`src/logic/nx_mem_pkg.sv`:
```
/*
 * Shared definitions for the node memory
 * Host message opcode enum and range engine command enum
 */
package nx_mem_pkg;

    // Host message opcode, arrives on msg_op_i with msg_valid_i
    typedef enum logic {
        MSG_READ  = 1'b0, // Read one word, tagged response next cycle
        MSG_WRITE = 1'b1  // Write one word, no response
    } nx_msg_op_t;

    // Range engine command, arrives on cmd_op_i with cmd_start_i
    typedef enum logic {
        RANGE_READ = 1'b0, // Stream the block out in address order
        RANGE_FILL = 1'b1  // Write the fill value into every word of the block
    } nx_range_op_t;

endpackage : nx_mem_pkg

```
`src/logic/nx_ram_port_if.sv`:
```
/*
 * One RAM port bundle
 * Controller side drives address, data and enables, memory side returns read data
 */
`timescale 1ns/1ps

interface nx_ram_port_if #(
      parameter int ADDR_W = 10
    , parameter int DATA_W = 36
);

    logic [ADDR_W-1:0] addr;    // Word address
    logic [DATA_W-1:0] wr_data; // Write word
    logic              wr_en;   // Write when en is also high
    logic              en;      // Access this cycle
    logic [DATA_W-1:0] rd_data; // Registered read word

    // Block that issues accesses
    modport controller (
        output addr, wr_data, wr_en, en,
        input  rd_data
    );

    // RAM side
    modport memory (
        input  addr, wr_data, wr_en, en,
        output rd_data
    );

endinterface : nx_ram_port_if

```
`src/logic/nx_range_engine.sv`:
```
/*
 * Range engine on RAM port B
 * Walks count consecutive words from a start address, wrapping at DEPTH
 * Streams the words out or writes a fill value, one word per cycle
 */
`timescale 1ns/1ps

module nx_range_engine #(
      parameter int ADDR_W = 10
    , parameter int DATA_W = 36
    , parameter int DEPTH  = 1024
    , parameter int CNT_W  = 11
) (
      input  logic                     clk_a_i
    , input  logic                     rst_a_i
    // Command, single-cycle strobe
    , input  logic                     cmd_start_i
    , input  nx_mem_pkg::nx_range_op_t cmd_op_i
    , input  logic [ADDR_W-1:0]        cmd_addr_i
    , input  logic [CNT_W-1:0]         cmd_count_i
    , input  logic [DATA_W-1:0]        cmd_fill_i
    // RAM port B
    , nx_ram_port_if.controller        ram_o
    // Results
    , output logic                     busy_o
    , output logic                     stream_valid_o
    , output logic [DATA_W-1:0]        stream_data_o
    , output logic                     done_o
);

    import nx_mem_pkg::*;

    logic               busy_q;   // Accessing the RAM this cycle
    logic [ADDR_W-1:0]  addr_q;   // Address of the current access
    logic [CNT_W-1:0]   remain_q; // Accesses left including this one
    nx_range_op_t       op_q;     // Latched opcode
    logic [DATA_W-1:0]  fill_q;   // Latched fill value
    logic               rd_vld_q; // Read issued last cycle
    logic               done_q;   // Last access was last cycle
    logic               last;     // This is the final access
    logic [ADDR_W-1:0]  addr_nxt; // Next address with wrap

    assign last = busy_q && (remain_q == CNT_W'(1));

    // Wrap at DEPTH, which need not be a power of two
    assign addr_nxt = (addr_q == ADDR_W'(DEPTH - 1)) ? '0 : addr_q + 1'b1;

    // Command latch and walk
    always_ff @(posedge clk_a_i or posedge rst_a_i) begin : ff_walk
        if (rst_a_i) begin
            busy_q   <= 1'b0;
            addr_q   <= '0;
            remain_q <= '0;
            op_q     <= RANGE_READ;
        end else if (cmd_start_i) begin
            busy_q   <= 1'b1;          // First access next cycle
            addr_q   <= cmd_addr_i;
            remain_q <= cmd_count_i;
            op_q     <= cmd_op_i;
        end else if (busy_q) begin
            busy_q   <= !last;         // Drop in the done cycle
            addr_q   <= addr_nxt;
            remain_q <= remain_q - 1'b1;
        end
    end

    // Fill value is payload only
    always_ff @(posedge clk_a_i) begin : ff_fill
        if (cmd_start_i) begin
            fill_q <= cmd_fill_i;
        end
    end

    // Read flag and done follow the access by one cycle, as rd_data does
    always_ff @(posedge clk_a_i or posedge rst_a_i) begin : ff_result
        if (rst_a_i) begin
            rd_vld_q <= 1'b0;
            done_q   <= 1'b0;
        end else begin
            rd_vld_q <= busy_q && (op_q == RANGE_READ);
            done_q   <= last;
        end
    end

    // Port B drive, one access per busy cycle
    assign ram_o.en      = busy_q;
    assign ram_o.wr_en   = busy_q && (op_q == RANGE_FILL);
    assign ram_o.addr    = addr_q;
    assign ram_o.wr_data = fill_q;

    // Results
    assign busy_o         = busy_q;
    assign stream_valid_o = rd_vld_q;
    assign stream_data_o  = ram_o.rd_data; // Port B read register
    assign done_o         = done_q;

    // Commands are only issued while idle, including the done cycle
    a_no_start_busy : assert property (@(posedge clk_a_i) disable iff (rst_a_i)
        cmd_start_i |-> !busy_q)
        else $error("nx_range_engine: start while busy");

    // Zero count would leave the engine busy for a full counter wrap
    a_count_nonzero : assert property (@(posedge clk_a_i) disable iff (rst_a_i)
        cmd_start_i |-> (cmd_count_i != '0))
        else $error("nx_range_engine: start with zero count");

endmodule : nx_range_engine

```
`src/flat_wrapper.sv`:
```
// flat-port wrapper written by rule: the top's interface ports become plain ports
module nx_range_engine_flat import nx_mem_pkg::*;
#(
      parameter int ADDR_W = 10
    , parameter int DATA_W = 36
    , parameter int DEPTH  = 1024
    , parameter int CNT_W  = 11
)
  (clk_a_i, rst_a_i, cmd_start_i, cmd_op_i, cmd_addr_i, cmd_count_i, cmd_fill_i, busy_o, stream_valid_o, stream_data_o, done_o, ram_o_addr, ram_o_wr_data, ram_o_wr_en, ram_o_en, ram_o_rd_data);
  nx_ram_port_if #(.ADDR_W(ADDR_W), .DATA_W(DATA_W)) ram_o_i ();
  input  logic clk_a_i;
  input  logic rst_a_i;
  input  logic cmd_start_i;
  input  nx_mem_pkg::nx_range_op_t cmd_op_i;
  input  logic [ADDR_W-1:0] cmd_addr_i;
  input  logic [CNT_W-1:0] cmd_count_i;
  input  logic [DATA_W-1:0] cmd_fill_i;
  output logic busy_o;
  output logic stream_valid_o;
  output logic [DATA_W-1:0] stream_data_o;
  output logic done_o;
  output wire logic [$bits(ram_o_i.addr)-1:0] ram_o_addr;
  output wire logic [$bits(ram_o_i.wr_data)-1:0] ram_o_wr_data;
  output wire logic [$bits(ram_o_i.wr_en)-1:0] ram_o_wr_en;
  output wire logic [$bits(ram_o_i.en)-1:0] ram_o_en;
  input wire logic [$bits(ram_o_i.rd_data)-1:0] ram_o_rd_data;
  assign ram_o_addr = ram_o_i.addr;
  assign ram_o_wr_data = ram_o_i.wr_data;
  assign ram_o_wr_en = ram_o_i.wr_en;
  assign ram_o_en = ram_o_i.en;
  assign ram_o_i.rd_data = ram_o_rd_data;
  nx_range_engine #(.ADDR_W(ADDR_W), .DATA_W(DATA_W), .DEPTH(DEPTH), .CNT_W(CNT_W)) u_core (.clk_a_i(clk_a_i), .rst_a_i(rst_a_i), .cmd_start_i(cmd_start_i), .cmd_op_i(cmd_op_i), .cmd_addr_i(cmd_addr_i), .cmd_count_i(cmd_count_i), .cmd_fill_i(cmd_fill_i), .ram_o(ram_o_i), .busy_o(busy_o), .stream_valid_o(stream_valid_o), .stream_data_o(stream_data_o), .done_o(done_o));
endmodule
```
`config.mk`:
```
export PLATFORM = sky130hd
export DESIGN_NAME = nx_range_engine_flat
export DESIGN_NICKNAME = d
export VERILOG_FILES = /design/src/logic/nx_mem_pkg.sv /design/src/logic/nx_ram_port_if.sv /design/src/logic/nx_range_engine.sv /design/src/flat_wrapper.sv
export SDC_FILE = /design/constraint.sdc
export NUM_CORES = 1
export LEC_CHECK = 0
export ABC_CLOCK_PERIOD_IN_PS = 1770
export BUFFER_PORTS_ARGS = -buffer_cell sky130_fd_sc_hd__buf_2
export CORE_MARGIN = 4
export CORE_UTILIZATION = 37
export DETAILED_ROUTE_END_ITERATION = 10
export PLACE_DENSITY_LB_ADDON = 0.25
export SYNTH_ARGS = -nofsm -noshare
export SYNTH_HDL_FRONTEND = slang
export SYNTH_SLANG_ARGS = --single-unit
```
`constraint.sdc`:
```
create_clock -name clk_a_i -period 1.77 [get_ports clk_a_i]
set_input_delay 0.0885 -clock clk_a_i [delete_from_list [all_inputs] [get_ports clk_a_i]]
set_output_delay 0.0885 -clock clk_a_i [all_outputs]
set_load 0.005 [all_outputs]
```
After elaboration in Yosys (flattened, before gate mapping) --
Index checks and enable logic that the tools add are counted. W data, S select, Z words.
Operators by class: add/sub/neg operators 2, multipliers 0, div/mod/pow operators 0, $lt $le $gt $ge 0, equal/unequal tests 2, shifts and indexed selects 0, multiplexer cells 7, bitwise operators 1, reductions and logical operators 5
Operators by type and width (count):
- $mux W10 | 3
- $mux W11 | 2
- $eq A11 B1 Y1 const B | 1
- $sub A11 B1 Y11 const B | 1
- $add A10 B1 Y10 const B | 1
- $eq A10 B10 Y1 const B | 1
- $logic_and A1 B1 Y1 | 3
- $mux W1 | 2
- $reduce_bool A2 Y1 | 1
- $logic_not A1 Y1 | 1
- $not A1 Y1 | 1
Storage, ports and cells: flip-flop bits (word level) 61, latch bits 0, RAM bits 0, memory bits (read-only) 0, output and inout port bits 87, word-level logic and storage cells 24, memories 0

Logic depth before layout (Yosys ltp) --
Gate-level depths: netlist of run 1.
depth in word-level cells 5, mapped depth 6

Worst setup path before layout of run 1 --
OpenSTA, ideal clock, no wires.
kind register -> register, from register u_core.remain_q[2], to register u_core.busy_q, in the netlist u_core.busy_o, library setup time 118 ps, arrival 1735 ps, setup slack -83 ps, cell stages (with the launch flop) 5, period minus slack after synthesis 1853 ps, cells stage by stage dfrtp_1 -> or4_1 -> buf_2 -> or4b_4 -> a21o_1
Between the ends: cells in the longest elaborated chain, start to end 5
Ends and longest elaborated chain:
- from (decl) | RTL line nx_range_engine.sv:35 | logic [CNT_W-1:0] remain_q;
- from (signal assigned) | RTL line nx_range_engine.sv:58 | remain_q <= cmd_count_i;
- from (signal assigned) | RTL line nx_range_engine.sv:63 | remain_q <= remain_q - 1'b1;
- $eq A11 B1 Y1 | RTL line nx_range_engine.sv:43 | assign last = busy_q && (remain_q == CNT_W'(1));
- $logic_and A1 B1 Y1 | RTL line nx_range_engine.sv:43
- $logic_not A1 Y1 | RTL line nx_range_engine.sv:61 | busy_q <= !last;
- $mux W1 | RTL line nx_range_engine.sv:60 | end else if (busy_q) begin
- $mux W1 | RTL line nx_range_engine.sv:55 | end else if (cmd_start_i) begin
- to (signal assigned) | RTL line nx_range_engine.sv:61
- to (decl) | RTL line nx_range_engine.sv:33 | logic busy_q;
Every way passes these cells. A chain may end at the register's enable or synchronous reset.

Worst setup path after layout of run 1 --
from register u_core.remain_q[6], to register u_core.busy_q, in the netlist u_core.busy_o
Same word-level chain as after synthesis.

==> impl_results.md, run 1 <==
- Status: completed
- Peak supply drop: 0.0004242 V
- Crit end category: flip-flop
- Largest net degree at the start of global routing: 39
- Worst path slowest cell: or4_1
- Gr usage total: between 10% and 20%
- CTS root buf: clkbuf_8
- Worst rel slew slack: about four fifths
- Max Freq: ~0.58 GHz
- Fin crit period: approximately 1700 ps
- Worst Path Arrival: about 1900 ps
- Clk_skew: just over 4 ps
- Htree depth: 3
- Final GP Congestion: a little under 0.8
- Synth-to-Final Area Change: 48.00%
- Finished Core Util: between 50% and 60%
- Setup TNS: 0 ps
- Most common library cell in the layout ignoring fill and taps: buf_2
- DRC: 0
- Yosys top cell area share: between 40% and 50%
- Synthesized area: roughly 2700 um2
- Die area: between 8000 and 9000 um2
- CP startpoint kind: flip-flop
- Synth cell types: 36
- Worst reg-to-reg setup slack: around 46 ps
- Syn. warnings: 0
- Post-Synthesis Mean Instance Area: between 10 and 15 um2
- Final nets: about 470
- PnR worst setup slack: 45.62 ps
- Syn Nets: ~320
- Final Hold Fails: 0
- #FFs+latches synth: just over 60
- Initial antenna violation count: 0
- Number of synthesized flops with an enable pin: 36
- HPWL after DPL: between 4000 and 5000 um
- Fillers: a little under 600
- Die Wd: approximately 93 um
- Met1 Usage GRT: between 20% and 30%
- PD cells: 910.3 nW/um2
- Antenna Nets Post-Route: 0
- Via density: approximately 4.6
- Core Region: a little under 7000 um2
- Worst Path Required: 1990 ps
- Clk pin slew, worst setup/hold paths: roughly 60 ps
- CP cell instances: or4_1, or4b_4, a21o_1
- Crit share post-route: a little under 100%
- Final setup vio count: 0
- DRT Pass-1 Iters: 4
- Iter 0 DRT Violations: 48
- Pleak: about 1.7 nW
- Post-place instance area: 3161 um2
- Avg WL per Cell: 14.46 um
- HP Class: input pin to flip-flop
- Worst-case clock buffer depth: 2
- First-pass GRT wire length: 10630 um
- Ranking of synthesized cells by area: edfxtp_1 (40%), dfrtp_1 (23%), buf_4 (10%), xnor2_1 (3.6%), o21ai_0 (3.5%)
- Num rows: 30
- CTS tree: yes
- Fin. max-slew vios: 0
- Commonest cells after routing, fill and taps aside: buf_2 (111), dlygate4sd3_1 (58), edfxtp_1 (36), nand2_1 (25), dfrtp_1 (25)
- Power Total: roughly 3.6 mW
- Sequential area share after synthesis: a little under two thirds
- Met3 usage: ~6%
- Critical path's largest stage delay: between 500 and 600 ps
- Initial Utilization: 38.91%
- Maxcap violations: 0
- Primary FF master, synth: edfxtp_1
- Worst-path maximum fanout: 2
- Ant diodes: 0
- Buf+Inv Stages, Crit Path: 0
- Path depth of the worst reg2reg path: 3
- Pre-CTS setup slack: around 55 ps
- CTS buffer count: 9
- Port Buf Inserts: between 100 and 150
- Final instance area: 3978 um2
- Worst-Margin Slew: around 320 ps
- Met2 GRT Util: about a quarter
- Setup CP Type: flip-flop to flip-flop
- Worst-Skew Late Latency: 320 ps
- Hold path cells: 4
- Fraction of layout cells with a size suffix above 1: about two fifths
- Asr flop ratio synth: 40.98%
- Die Ht: slightly above 90 um
- Synth Instances: about 220
- Clock sink total: 61
- WL final: roughly 6800 um
- Worst path depth: 3
- RSZ-0062 raised after global routing: false
- Most Crowded Layer GR: met2
- # IOs: between 150 and 200
- Yosys top cell by area: edfxtp_1
- Via count: between 2k and 2.5k
- Number of global-route vias before repair: about 2.2k
- Top Family by Delay on Critical Path: simple AND/OR/NAND/NOR gates
- Grt total ovfl: 0
[where the power goes]
group	total (mW)	internal, mW	switching (mW)	leakage [nW]
clock	1.31	0.790	0.525	0.0985
sequential	1.73	1.65	0.0788	0.650
combinational	0.578	0.324	0.254	0.999
[cells in the mapped netlist, types with 2 or more instances]
master and count:
nand4_1 2, xor2_1 3, clkbuf_1 6, edfxtp_1 36, or4_1 3, ha_1 3
dfrtp_1 25, nand3_1 3, o21ai_0 19, or3_1 2, a21oi_1 4, nor2_1 6
nor4_1 2, xnor2_1 11, nand2_1 25, buf_4 37, and3_1 3, inv_1 6
nor3_1 6
[timing repair]
action / CTS / global route
hold buffers: 58 / 0
hold endpoints to repair: 82 / 0
endpoints found under the setup margin: 0 / 5
resized for setup: 0 / 4
setup buffers: 0 / 0
[area by class of cell]
class                           instances  area, um2  share of cell area, %
Sequential cell                        61       1707                  42.91
Timing Repair Buffer                  181       1239                  31.14
Multi-Input combinational cell        108      674.4                  16.96
Clock buffer                           10      127.6                  3.209
Tap cell                               96      120.1                  3.020
Clock inverter                          6      87.58                  2.202
Inverter                                6      22.52                 0.5662
[sequential cells by signal, indices dropped and copies added (netlist names)]
register,count
u_core.remain_q,11
u_core.ram_o.addr,10
u_core.busy_o,1
u_core.op_q,1
u_core.ram_o.wr_data,36
u_core.done_o,1
u_core.stream_valid_o,1
[metrics by stage]
| step | hold slack [ps] | cells |
|---|---|---|
| 2_1_floorplan | 115.8 | 219 |
| 3_3_place_gp | 160.4 | 394 |
| 3_5_place_dp | 177.0 | 394 |
| 4_1_cts | 59.78 | 468 |
| 5_1_grt | 109.9 | 468 |
| 6_report | 81.23 | 468 |
[kinds of logic after synthesis]
kind of cell / share of synthesized area [%]
AO/OA/AOI/OAI: 7.124
XOR/XNOR: 4.562
adder cells (fa/ha/maj): 1.397
buffers and inverters: 12.20
flip-flops: 63.50
multiplexers: 0.4190
AND/OR/NAND/NOR: 10.80
[layer usage]
metal / up-vias / share of wire, %
met5: - / 0
met1: 989 / 44
li1: 1029 / -
met3: 23 / 9.4
met2: 109 / 45
met4: 0 / 1.6
[worst min-delay path: cells and delay by family]
family,cells,cell delay (ps)
buffers and inverters,1,70
AOI/OAI and AO/OA,3,210
[path summary, 6_finish.rpt]
check | from | end
worst max-delay path | u_core.remain_q[6]$_DFFE_PP0P_ | u_core.busy_o$_DFF_PP0_
worst max register to register | u_core.remain_q[6]$_DFFE_PP0P_ | u_core.busy_o$_DFF_PP0_
max in group asynchronous | rst_a_i | u_core.remain_q[8]$_DFFE_PP0P_
min in group asynchronous | rst_a_i | u_core.remain_q[1]$_DFFE_PP0P_
worst min-delay path | cmd_addr_i[5] | u_core.ram_o.addr[5]$_DFFE_PP0P_
worst min register to register | u_core.op_q$_DFFE_PP0P_ | u_core.stream_valid_o$_DFF_PP0_
(Power assumes the default switching activity.)
==> run 2, diff against run 1 <==
--- a/config.mk
+++ b/config.mk
@@ -7,8 +7,10 @@
 export LEC_CHECK = 0
 export ABC_CLOCK_PERIOD_IN_PS = 1770
 export BUFFER_PORTS_ARGS = -buffer_cell sky130_fd_sc_hd__buf_2
+export CELL_PAD_IN_SITES_DETAIL_PLACEMENT = 1
+export CELL_PAD_IN_SITES_GLOBAL_PLACEMENT = 2
 export CORE_MARGIN = 4
-export CORE_UTILIZATION = 37
+export CORE_UTILIZATION = 21
 export DETAILED_ROUTE_END_ITERATION = 10
 export PLACE_DENSITY_LB_ADDON = 0.25
 export SYNTH_ARGS = -nofsm -noshare
==> run 2 against run 1 <==
  * Power is 8.9% higher
  * Clock power is 24% higher
  * Die area increased by 69%
  * Global-route usage is 4.6 points lower
  * Core utilization is 25 points lower
  * Clock-buffer cell count increased by 2
  * Cell count increased by 17%
  * Maximum frequency is 0.10% higher
  * Sequential power barely moved
  * Via count up 0.93%
==> impl_results.md, run 2 (synthesis results as in run 1) <==
- Status: completed
- Largest net degree at the start of global routing: 26 (-33%)
- # IOs: 184 (unchanged)
- Fin crit period: 1723 ps (-1.773 ps)
- Hold path cells: 3 (-1)
- Final setup vio count: 0 (unchanged)
- Post-CTS Setup Repair Bufs: 0 (unchanged)
- Most common library cell in the layout ignoring fill and taps: buf_2
- Synth-to-Final Area Change: 54.19%
- Grt total ovfl: 0 (unchanged)
- Worst-Margin Slew: 456.7 ps (+137.0 ps)
- Buf+Inv Stages, Crit Path: 0 (unchanged)
- Worst-Skew Late Latency: 320 ps (about the same)
- Worst rel slew slack: 69.56% (-8.9 points)
- Area of the multi-input gates: 675.6 um2 (+0.19%)
- Clk pin slew, worst setup/hold paths: 50 ps (about the same)
- Ant diodes: 0 (unchanged)
- Final Hold Fails: 0 (unchanged)
- Initial Utilization: 21.38% (-18 points)
- Die Wd: 121.1 um (+30%)
- Final instance area: 4144 um2 (+4.2%)
- Crit end category: flip-flop
- Clock sink total: 61 (unchanged)
- Commonest cells after routing, fill and taps aside: buf_2 (111), dlygate4sd3_1 (56), edfxtp_1 (36), nand2_1 (25), dfrtp_1 (25)
- Hold slack: 3.816 ps (-77.42 ps)
- Worst path depth: 3 (unchanged)
- WL final: 7980 um (+18%)
- Fillers: 1421 (+140%)
- Die area: 14670 um2 (+69%)
- Core Region: 12570 um2 (+82%)
- First-pass GRT wire length: 12510 um (+18%)
- HP Class: input pin to flip-flop
- Top Family by Delay on Critical Path: simple AND/OR/NAND/NOR gates
- Die Ht: 121.1 um (+30%)
- Setup CP Type: flip-flop to flip-flop
- CTS tree: yes
- Fin. max-slew vios: 0 (unchanged)
- Worst-case clock buffer depth: 2 (unchanged)
- Peak supply drop: 0.0003705 V (-13%)
- Max Freq: 0.5805 GHz (+0.10%)
- Max FFs per register: 36 (unchanged)
- Via density: 3.967 (-14%)
- Initial antenna violation count: 0 (unchanged)
- Final nets: 470 (+0.64%)
- Htree depth: 3 (unchanged)
- Crit share post-route: 97.32% (-0.10 points)
- Worst path slowest cell: or4_4
- DRT Pass-1 Iters: 5 (+1)
- Final GP Congestion: 0.6971 (-11%)
- Worst Path Arrival: 1940 ps (about the same)
- Storage cell area: 1707 um2 (unchanged)
- Path depth of the worst reg2reg path: 3 (unchanged)
- Via count: 2170 (+0.93%)
- Antenna Nets Post-Route: 0 (unchanged)
- Fraction of layout cells with a size suffix above 1: 40.00% (+1.0 points)
- CP startpoint kind: flip-flop
- Gr usage total: 11.11% (-4.6 points)
- Pleak: 1.789 nW (+2.4%)
- Iter 0 DRT Violations: 112 (+130%)
- Post-place instance area: 3281 um2 (+3.8%)
- Worst-path maximum fanout: 2 (unchanged)
- Avg WL per Cell: 14.59 um (+0.86%)
- Maxcap violations: 0 (unchanged)
- Worst Path Required: 1980 ps (about the same)
- CTS buffer count: 9 (unchanged)
- Port Buf Inserts: 111 (unchanged)
- Clk_skew: 2.838 ps (-1.266 ps)
- CP cell instances: or4_4, or4b_4, a21o_1
- Number of global-route vias before repair: 2351 (+8.5%)
- Num rows: 41 (+37%)
- CTS root buf: clkbuf_16
- PD cells: 951.5 nW/um2 (+4.5%)
- Critical path's largest stage delay: 540 ps (about the same)
- DRC: 0 (unchanged)
- HPWL after DPL: 5534 um (+20%)
-- run 2: worst paths after layout --
path,start,to,slack [ps]
setup / recovery,u_core.remain_q[6]$_DFFE_PP0P_,u_core.busy_o$_DFF_PP0_,50
hold / removal,cmd_count_i[5],u_core.remain_q[5]$_DFFE_PP0P_,4
setup reg to reg,u_core.remain_q[6]$_DFFE_PP0P_,u_core.busy_o$_DFF_PP0_,50
hold reg to reg,u_core.op_q$_DFFE_PP0P_,u_core.stream_valid_o$_DFF_PP0_,450
max in group asynchronous,rst_a_i,u_core.op_q$_DFFE_PP0P_,1120
min in group asynchronous,rst_a_i,u_core.remain_q[1]$_DFFE_PP0P_,380
-- run 2: stage by stage --
step	utilization [%]	setup TNS [ps]	power, mW	instances	worst slack [ps]
finish	32.97	0	3.943	547	47.40
floorplan	-	-17.85	2.014	219	-17.85
CTS	32.79	0	4.010	547	28.35
global placement	26.10	0	2.236	475	60.21
global route	32.97	-2.958	4.181	547	-2.958
detailed placement	26.10	0	2.244	475	47.13
-- run 2: area by class of cell --
type | instances | share of cell area, %
Clock buffer | 12 | 6.190
Timing Repair Buffer | 184 | 30.01
Sequential cell | 61 | 41.18
Multi-Input combinational cell | 108 | 16.30
Clock inverter | 4 | 0.5737
Inverter | 6 | 0.5435
Tap cell | 172 | 5.193
-- run 2: per-layer routing --
metal  vias up  global-route usage [%]  wire [um]  share of wire [%]
met2        96                   17.09       3465                 43
met3        13                   4.196        786                9.8
met1      1024                   14.03       3611                 45
li1       1037                       -          -                  -
met5         -                       0          0                  0
met4         0                   4.622        116                1.5
-- run 2: power by group --
part           internal, mW  switching, mW
combinational         0.324          0.264
sequential             1.65         0.0791
clock                  1.02          0.609
total                  2.99          0.951
-- run 2: timing repair --
item                                   CTS  global route
hold buffers                            56             0
gates resized for setup                  0             5
setup endpoints to repair                0             6
endpoints found under the hold margin   80             0
-- run 2: worst min-delay path, cell delays in order --
cell     delay (ps)
buf_2            80
nand2_1          50
o21ai_0          70
